File: config.mk
export PLATFORM = sky130hd
export DESIGN_NAME = ttlCpu
export DESIGN_NICKNAME = d
export VERILOG_FILES = /design/src/rtl/ttlCpuPkg.sv /design/src/rtl/programStore.sv /design/src/rtl/sequencer.sv /design/src/rtl/controlDecode.sv /design/src/rtl/dataPath.sv /design/src/rtl/outputPort.sv /design/src/rtl/ttlCpu.sv
export SDC_FILE = /design/constraint.sdc
export NUM_CORES = 2
export LEC_CHECK = 0
export BUFFER_PORTS_ARGS = -buffer_cell sky130_fd_sc_hd__buf_2
export CAP_MARGIN = 20
export CORE_MARGIN = 2
export CORE_UTILIZATION = 64
export DETAILED_ROUTE_END_ITERATION = 8
export PLACE_DENSITY = 0.8
export SLEW_MARGIN = 25
export SYNTH_ARGS = -nofsm -noshare
export SYNTH_HDL_FRONTEND = slang
export SYNTH_HIERARCHICAL = 1
export SYNTH_SLANG_ARGS = --single-unit
File: constraint.sdc
create_clock -name clk -period 6 [get_ports clk]
set_input_delay 1.8 -clock clk [delete_from_list [all_inputs] [get_ports clk]]
set_output_delay 1.8 -clock clk [all_outputs]
set_load 0.1 [all_outputs]
File: src/rtl/ttlCpuPkg.sv
`default_nettype none

package ttlCpuPkg;

   localparam int dataWidth = 8;
   localparam int pcWidth = 8;
   localparam int progDepth = 2 ** pcWidth;
   localparam int ramDepth = 16;
   localparam int ramAddrWidth = $clog2(ramDepth);

   // Qualifier bit positions inside the instruction byte
   localparam int carryQualBit = 7;
   localparam int zeroQualBit = 3;

   // Bus sources, in the order of the bits 2..0 field
   typedef enum logic [2:0] {
      srcRom   = 3'd0,  // Immediate byte following the opcode
      srcZero  = 3'd1,
      srcA     = 3'd2,
      srcB     = 3'd3,
      srcX     = 3'd4,
      srcRam   = 3'd5,  // RAM addressed by X
      srcSum   = 3'd6,  // A plus or minus B
      srcShift = 3'd7   // A shifted right by one
   } sourceSel;

   // Destinations, in the order of the bits 6..4 field
   typedef enum logic [2:0] {
      destNone  = 3'd0,
      destPc    = 3'd1,  // Conditional jump
      destA     = 3'd2,
      destB     = 3'd3,
      destX     = 3'd4,
      destRam   = 3'd5,
      destQ     = 3'd6,
      destNone2 = 3'd7
   } destSel;

   typedef enum logic {
      phaseFetch   = 1'b0,
      phaseExecute = 1'b1
   } phaseType;

endpackage

`default_nettype wire

File: src/rtl/programStore.sv
`timescale 1ns/10ps
`default_nettype none

module programStore (
   input  wire                                clk,
   input  wire                                reset,
   input  wire                                progWrite,
   input  wire  [ttlCpuPkg::pcWidth-1:0]      progAddr,
   input  wire  [ttlCpuPkg::dataWidth-1:0]    progData,
   input  wire  [ttlCpuPkg::pcWidth-1:0]      pc,
   output logic [ttlCpuPkg::dataWidth-1:0]    romData
);

   import ttlCpuPkg::*;

   logic [dataWidth-1:0] mem [progDepth];

   always_ff @(posedge clk) begin
      if (progWrite) begin
         mem[progAddr] <= progData;
      end
   end

   // The sequencer sees the byte at pc in the same cycle
   assign romData = mem[pc];

   // Loading is only allowed while the core is held in reset
   writeOnlyInReset: assert property (@(posedge clk) progWrite |-> reset)
      else $error("Program store written while the core is running");

endmodule

`default_nettype wire

File: src/rtl/sequencer.sv
`timescale 1ns/10ps
`default_nettype none

module sequencer (
   input  wire                                clk,
   input  wire                                reset,
   input  wire  [ttlCpuPkg::dataWidth-1:0]    romData,
   input  wire  [ttlCpuPkg::dataWidth-1:0]    busData,
   input  wire                                loadPc,
   input  wire                                stall,
   input  wire                                immediate,
   output logic [ttlCpuPkg::pcWidth-1:0]      pc,
   output logic [ttlCpuPkg::dataWidth-1:0]    ir,
   output ttlCpuPkg::phaseType                phase
);

   import ttlCpuPkg::*;

   always_ff @(posedge clk) begin
      if (reset) begin
         phase <= phaseFetch;
         pc    <= '0;
      end else if (phase == phaseFetch) begin
         phase <= phaseExecute;
         pc    <= pc + 1'b1;  // Step past the opcode
      end else if (!stall) begin
         phase <= phaseFetch;
         if (loadPc) begin
            pc <= busData;
         end else if (immediate) begin
            pc <= pc + 1'b1;  // Skip the immediate byte
         end
      end
   end

   // The opcode is captured at the end of fetch and held through execute
   always_ff @(posedge clk) begin
      if (phase == phaseFetch) begin
         ir <= romData;
      end
   end

   // A stalled execute repeats on the next cycle
   phaseHeldInStall: assert property (
      @(posedge clk) disable iff (reset)
      stall |=> $stable(phase) && (phase == phaseExecute))
      else $error("Phase moved during a stall");

endmodule

`default_nettype wire

File: src/rtl/controlDecode.sv
`timescale 1ns/10ps
`default_nettype none

module controlDecode (
   input  wire  [ttlCpuPkg::dataWidth-1:0]    ir,
   input  wire  ttlCpuPkg::phaseType          phase,
   input  wire                                aIsZero,
   input  wire                                flagCarry,
   input  wire                                outFull,
   output ttlCpuPkg::sourceSel                source,
   output logic                               loadA,
   output logic                               loadB,
   output logic                               loadX,
   output logic                               storeRam,
   output logic                               loadQ,
   output logic                               loadPc,
   output logic                               doSubtract,
   output logic                               updateCarry,
   output logic                               immediate,
   output logic                               stall
);

   import ttlCpuPkg::*;

   logic   carryQual;
   logic   zeroQual;
   destSel dest;
   logic   active;
   logic   jumpOk;

   assign carryQual = ir[carryQualBit];
   assign zeroQual  = ir[zeroQualBit];
   assign dest      = destSel'(ir[6:4]);
   assign source    = sourceSel'(ir[2:0]);

   // Output writes wait for the port to drain
   assign stall  = (phase == phaseExecute) && (dest == destQ) && outFull;
   assign active = (phase == phaseExecute) && !stall;

   // Each set qualifier must be met, a clear one is ignored
   assign jumpOk = (!zeroQual || aIsZero) && (!carryQual || flagCarry);

   // Bit 3 means subtract except on jumps
   assign doSubtract  = zeroQual && (dest != destPc);
   assign updateCarry = active && ((source == srcSum) || (source == srcShift));
   assign immediate   = active && (source == srcRom);

   always_comb begin
      loadA    = 1'b0;
      loadB    = 1'b0;
      loadX    = 1'b0;
      storeRam = 1'b0;
      loadQ    = 1'b0;
      loadPc   = 1'b0;
      if (active) begin
         case (dest)
            destPc:  loadPc   = jumpOk;
            destA:   loadA    = 1'b1;
            destB:   loadB    = 1'b1;
            destX:   loadX    = 1'b1;
            destRam: storeRam = 1'b1;
            destQ:   loadQ    = 1'b1;
            default: ;  // destNone and destNone2 only read the bus
         endcase
      end
   end

endmodule

`default_nettype wire

File: src/rtl/dataPath.sv
`timescale 1ns/10ps
`default_nettype none

module dataPath (
   input  wire                                clk,
   input  wire                                reset,
   input  wire  ttlCpuPkg::sourceSel          source,
   input  wire  [ttlCpuPkg::dataWidth-1:0]    romData,
   input  wire                                loadA,
   input  wire                                loadB,
   input  wire                                loadX,
   input  wire                                storeRam,
   input  wire                                doSubtract,
   input  wire                                updateCarry,
   output logic [ttlCpuPkg::dataWidth-1:0]    busData,
   output logic                               aIsZero,
   output logic                               flagCarry
);

   import ttlCpuPkg::*;

   logic [dataWidth-1:0]    regA;
   logic [dataWidth-1:0]    regB;
   logic [dataWidth-1:0]    regX;
   logic [dataWidth-1:0]    ram [ramDepth];
   logic [ramAddrWidth-1:0] ramAddr;
   logic [dataWidth-1:0]    operandB;
   logic [dataWidth:0]      aluResult;
   logic [dataWidth-1:0]    shiftResult;
   logic                    carryIn;

   assign ramAddr = regX[ramAddrWidth-1:0];  // Upper bits of X are ignored

   // Subtraction is A plus the inverse of B plus one
   assign operandB  = doSubtract ? ~regB : regB;
   assign aluResult = {1'b0, regA} + {1'b0, operandB} + {{dataWidth{1'b0}}, doSubtract};

   assign shiftResult = {1'b0, regA[dataWidth-1:1]};

   // On subtraction a set carry means no borrow
   assign carryIn = (source == srcShift) ? regA[0] : aluResult[dataWidth];

   always_comb begin
      case (source)
         srcRom:   busData = romData;
         srcZero:  busData = '0;
         srcA:     busData = regA;
         srcB:     busData = regB;
         srcX:     busData = regX;
         srcRam:   busData = ram[ramAddr];
         srcSum:   busData = aluResult[dataWidth-1:0];
         srcShift: busData = shiftResult;
         default:  busData = '0;
      endcase
   end

   always_ff @(posedge clk) begin
      if (reset) begin
         regA      <= '0;
         regB      <= '0;
         regX      <= '0;
         flagCarry <= 1'b0;
      end else begin
         if (loadA) begin
            regA <= busData;
         end
         if (loadB) begin
            regB <= busData;
         end
         if (loadX) begin
            regX <= busData;
         end
         if (updateCarry) begin
            flagCarry <= carryIn;
         end
      end
   end

   always_ff @(posedge clk) begin
      if (storeRam) begin
         ram[ramAddr] <= busData;
      end
   end

   // Zero qualifier for jumps
   assign aIsZero = (regA == '0);

endmodule

`default_nettype wire

File: src/rtl/outputPort.sv
`timescale 1ns/10ps
`default_nettype none

module outputPort (
   input  wire                                clk,
   input  wire                                reset,
   input  wire                                loadQ,
   input  wire  [ttlCpuPkg::dataWidth-1:0]    busData,
   input  wire                                outReady,
   output logic                               outValid,
   output logic [ttlCpuPkg::dataWidth-1:0]    outData,
   output logic                               outFull
);

   import ttlCpuPkg::*;

   always_ff @(posedge clk) begin
      if (reset) begin
         outValid <= 1'b0;
      end else if (loadQ) begin
         outValid <= 1'b1;  // A load may refill the slot in the cycle it drains
      end else if (outReady) begin
         outValid <= 1'b0;
      end
   end

   // Q register
   always_ff @(posedge clk) begin
      if (loadQ) begin
         outData <= busData;
      end
   end

   assign outFull = outValid && !outReady;

   qHeldUntilAccepted: assert property (
      @(posedge clk) disable iff (reset)
      outValid && !outReady |=> outValid && $stable(outData))
      else $error("Output byte changed before it was accepted");

   // The decoder must hold off a write into a full port
   noLoadWhenFull: assert property (
      @(posedge clk) disable iff (reset) outFull |-> !loadQ)
      else $error("Output port loaded while full");

endmodule

`default_nettype wire

File: src/rtl/ttlCpu.sv
`timescale 1ns/10ps
`default_nettype none

module ttlCpu (
   input  wire                                clk,
   input  wire                                reset,
   input  wire                                progWrite,
   input  wire  [ttlCpuPkg::pcWidth-1:0]      progAddr,
   input  wire  [ttlCpuPkg::dataWidth-1:0]    progData,
   input  wire                                outReady,
   output logic                               outValid,
   output logic [ttlCpuPkg::dataWidth-1:0]    outData
);

   import ttlCpuPkg::*;

   logic [pcWidth-1:0]   pc;
   logic [dataWidth-1:0] romData;
   logic [dataWidth-1:0] ir;
   logic [dataWidth-1:0] busData;
   phaseType             phase;
   sourceSel             source;
   logic                 loadA;
   logic                 loadB;
   logic                 loadX;
   logic                 storeRam;
   logic                 loadQ;
   logic                 loadPc;
   logic                 doSubtract;
   logic                 updateCarry;
   logic                 immediate;
   logic                 stall;
   logic                 aIsZero;
   logic                 flagCarry;
   logic                 outFull;

   programStore i_programStore (
      .clk       (clk),
      .reset     (reset),
      .progWrite (progWrite),
      .progAddr  (progAddr),
      .progData  (progData),
      .pc        (pc),
      .romData   (romData)
   );

   sequencer i_sequencer (
      .clk       (clk),
      .reset     (reset),
      .romData   (romData),
      .busData   (busData),
      .loadPc    (loadPc),
      .stall     (stall),
      .immediate (immediate),
      .pc        (pc),
      .ir        (ir),
      .phase     (phase)
   );

   controlDecode i_controlDecode (
      .ir          (ir),
      .phase       (phase),
      .aIsZero     (aIsZero),
      .flagCarry   (flagCarry),
      .outFull     (outFull),
      .source      (source),
      .loadA       (loadA),
      .loadB       (loadB),
      .loadX       (loadX),
      .storeRam    (storeRam),
      .loadQ       (loadQ),
      .loadPc      (loadPc),
      .doSubtract  (doSubtract),
      .updateCarry (updateCarry),
      .immediate   (immediate),
      .stall       (stall)
   );

   dataPath i_dataPath (
      .clk         (clk),
      .reset       (reset),
      .source      (source),
      .romData     (romData),
      .loadA       (loadA),
      .loadB       (loadB),
      .loadX       (loadX),
      .storeRam    (storeRam),
      .doSubtract  (doSubtract),
      .updateCarry (updateCarry),
      .busData     (busData),
      .aIsZero     (aIsZero),
      .flagCarry   (flagCarry)
   );

   outputPort i_outputPort (
      .clk      (clk),
      .reset    (reset),
      .loadQ    (loadQ),
      .busData  (busData),
      .outReady (outReady),
      .outValid (outValid),
      .outData  (outData),
      .outFull  (outFull)
   );

endmodule

`default_nettype wire

==> results.yml <==
outcome:
  status: "finished clean"
finish:
  final_cell_mix: "2192 x edfxtp_1, 470 x mux4_2, 322 x nor2_1"
  area_delta_synth_final_pct: 10.4
  fin_util_pct: 71.4
  fin_nets: 4474
  final_common_cell: "edfxtp_1"
  drive_gt1_share_pct: 22.5
cts:
  htree_levels: 4
  cts_made_buffers: 205
  clk_pin_slew_ps: 60
  ctsHoldBuffers: 0
  clock_path_buffers: 3
  clock_latency_ps: 860
  post_cts_resized: 0
  cts_root_buf: "clkbuf_16"
  cts_tree: "yes"
  cts.sinks: 2231
  cts_setup_buffers: 0
worst_setup_path:
  crit_arrival_ps: 5980
  r2r_start: "i_sequencer/pc[0]"
  crit_fanout: 21
  worst_setup_path_end_kind: "flip-flop"
  start_kind: "flip-flop"
  startpoint: "i_sequencer/pc[0]"
  reg2regPathDepth: 13
  crit_required_ps: 6680
  regToRegEndpoint: "i_sequencer/pc[1]"
  worstSetupPathType: "flip-flop to flip-flop"
  r2r_slack_ps: 700
logic_synthesis:
  ys.flop_type: "edfxtp_1"
  postSynthAreaPerCell_um2: 20.2
  synth_edf_count: 2192
  ys_types: 88
  netlist_area_um2: 87700
  synth-seq-area-share_pct: 76.0
  syn_inst: 4331
  ys_warn_count: 6
  synth_nets: 4360
  synthArstFlopShare_pct: 0
  synth_seq_cells: 2231
global_route:
  grt_max_degree: 160
  antenna_found_initial: 4
  grt_pass1_vias: 45782
  overflow: 0
  grt_pass1_wl_um: 320000
  gr-usage-all-layers_pct: 31.9
timing:
  drv_slew: 0
  clock_skew_ps: 35.3
  slew_headroom_pct: 22.8
  hold_viol: 0
  fin_setup_tns_ps: 0
  rsz0062_at_grt: "false"
  fmax_ghz: 0.189
  fin_crit_ps: 5300
  finalSetupViolCount: 0
  tightest_slew_ps: 1150
  period_share_pct: 88.4
power:
  ir_drop_mv: 0.422
  p_leak_nw: 29.6
  power.density_nw_per_um2: 340
detailed_routing:
  vias: 46053
  post-route-drc-count: 0
  vias_per_cell: 7.20
  wl_um: 221000
  ant_nets: 0
  route.detailed.wl_per_inst_um: 34.5
  first_pass_iters: 9
  dr.first_iter.drc_count: 7769
placed_design:
  dp_hpwl_um: 128000
  place.port_buffers: 28
  place_congestion: 0.899
floorplan:
  dieArea_um2: 140000
  core_um2: 136000
  die_x_um: 374
  initial_core_util_pct: 64.6
  fp.dieH_um: 374
  pin_count: 29
  row_count: 135
hold_path:
  min_from: "i_dataPath/flagCarry"
  min_delay_path_depth: 2
  min_to: "i_dataPath/flagCarry"
  hp-class: "flip-flop to flip-flop"
run:
  cap_violations: 0
-- registers in the layout, indices dropped and copies added (netlist names), named ones only --
register and cells:
i_dataPath/flagCarry 1, i_outputPort/outData 8, i_outputPort/outValid 1, i_sequencer/ir 8, i_dataPath/regX 8, i_sequencer/phase 1, i_programStore/mem 2048, i_dataPath/ram 128
i_dataPath/regB 8, i_sequencer/pc 8, i_dataPath/regA 8
-- kinds of logic after synthesis --
logic type | count (synthesis) | share of synthesized area [%]
AND/OR/NAND/NOR | 635 | 3.43
XOR/XNOR | 10 | 0.0999
AO/OA/AOI/OAI | 508 | 4.17
buffers and inverters | 286 | 1.96
adder cells (fa/ha/maj) | 9 | 0.137
multiplexers | 652 | 14.2
flip-flops | 2231 | 76.0
-- cell usage after synthesis, drive strengths merged, types with 3 or more instances --
| library cell | number | area (µm²) |
|---|---|---|
| nor3b | 7 | 57.6 |
| a21oi | 115 | 576 |
| edfxtp | 2192 | 65800 |
| a2111oi | 11 | 149 |
| nand4 | 11 | 68.8 |
| a31oi | 6 | 37.5 |
| a311oi | 9 | 78.8 |
| mux2i | 157 | 1570 |
| nor4b | 3 | 32.5 |
| o211ai | 12 | 90.1 |
| o22ai | 41 | 257 |
| nand3 | 45 | 225 |
| nor4 | 33 | 244 |
| a22oi | 136 | 1020 |
| buf | 143 | 1180 |
| a22o | 9 | 78.8 |
| mux4 | 472 | 10600 |
| xor2 | 9 | 78.8 |
| nand2b | 22 | 140 |
| and3b | 3 | 26.3 |
| o22a | 6 | 52.6 |
| or4 | 4 | 30.0 |
| and2 | 7 | 46.3 |
| a211oi | 37 | 283 |
| o21ai | 32 | 171 |
| o32ai | 15 | 154 |
| nand2 | 62 | 233 |
| dfxtp | 39 | 781 |
| nor2b | 45 | 289 |
| or2 | 8 | 50.1 |
| o221ai | 47 | 418 |
| nor3 | 29 | 150 |
| mux2 | 23 | 259 |
| clkbuf | 124 | 465 |
| ha | 8 | 100 |
| a221oi | 14 | 129 |
| inv | 18 | 67.6 |
| and3 | 9 | 56.3 |
| nand3b | 4 | 30.0 |
| nor2 | 335 | 1260 |
-- stage by stage --
| step | setup WS [ps] | cell area (µm²) | total power [mW] | cells | hold WS (ps) |
|---|---|---|---|---|---|
| 2_1_floorplan | 2380 | 87700 | 19.3 | 4331 | 452 |
| 3_3_place_gp | 874 | 89800 | 20.1 | 6013 | 466 |
| 3_5_place_dp | 869 | 89900 | 20.1 | 6013 | 475 |
| 4_1_cts | 756 | 96600 | 33.0 | 6388 | 482 |
| 5_1_grt | 597 | 96800 | 33.7 | 6394 | 495 |
| 6_report | 695 | 96800 | 33.0 | 6396 | 481 |
-- worst max path at each step --
stage               cells past startpoint  slack, ps                    endpoint
finish                                 13        700           i_sequencer/pc[1]
global route                           13        600           i_sequencer/pc[1]
CTS                                    13        760           i_sequencer/pc[1]
detailed placement                     12        870           i_sequencer/pc[1]
global placement                       14        870           i_sequencer/pc[3]
floorplan                               6       2380  i_programStore/mem[235][0]
-- cell type report --
| class | count | area, µm² |
|---|---|---|
| sequential | 2231 | 66600 |
| fill | 7435 | 38800 |
| multi-input combinational | 1814 | 19500 |
| clock buffer | 237 | 5360 |
| tap | 1781 | 2230 |
| timing repair buffer | 174 | 1690 |
| clock inverter | 138 | 1360 |
| inverter | 19 | 71.3 |
| antenna | 2 | 5.00 |
-- metal layers --
| metal | GRT usage [%] | wire length [µm] | vias to the layer above |
|---|---|---|---|
| met4 | 14.8 | 11800 | 2 |
| met5 | 0 | 9 | - |
| met3 | 7.43 | 27400 | 649 |
| met2 | 49.6 | 105000 | 3637 |
| met1 | 43.6 | 76400 | 23532 |
| li1 | - | - | 18233 |
-- report_power, final --
group	leakage [nW]	internal (mW)	switching, mW	total [mW]
Combinational	6.23	1.01	1.53	2.54
Sequential	20.0	17.2	0.0942	17.3
Clock	3.30	7.40	5.69	13.1
-- critical path: stages, from the launching register on --
cell       delay [ps]
dfxtp_4           760
buf_4             520
mux4_2            580
mux4_2            470
nor2_1            180
a2111oi_1          90
nor3_1            840
nor4_1            160
buf_4             200
or2_1             260
a211oi_2          280
inv_1             380
mux2i_1           280
a211oi_1          100
(Power assumes the default switching activity.)
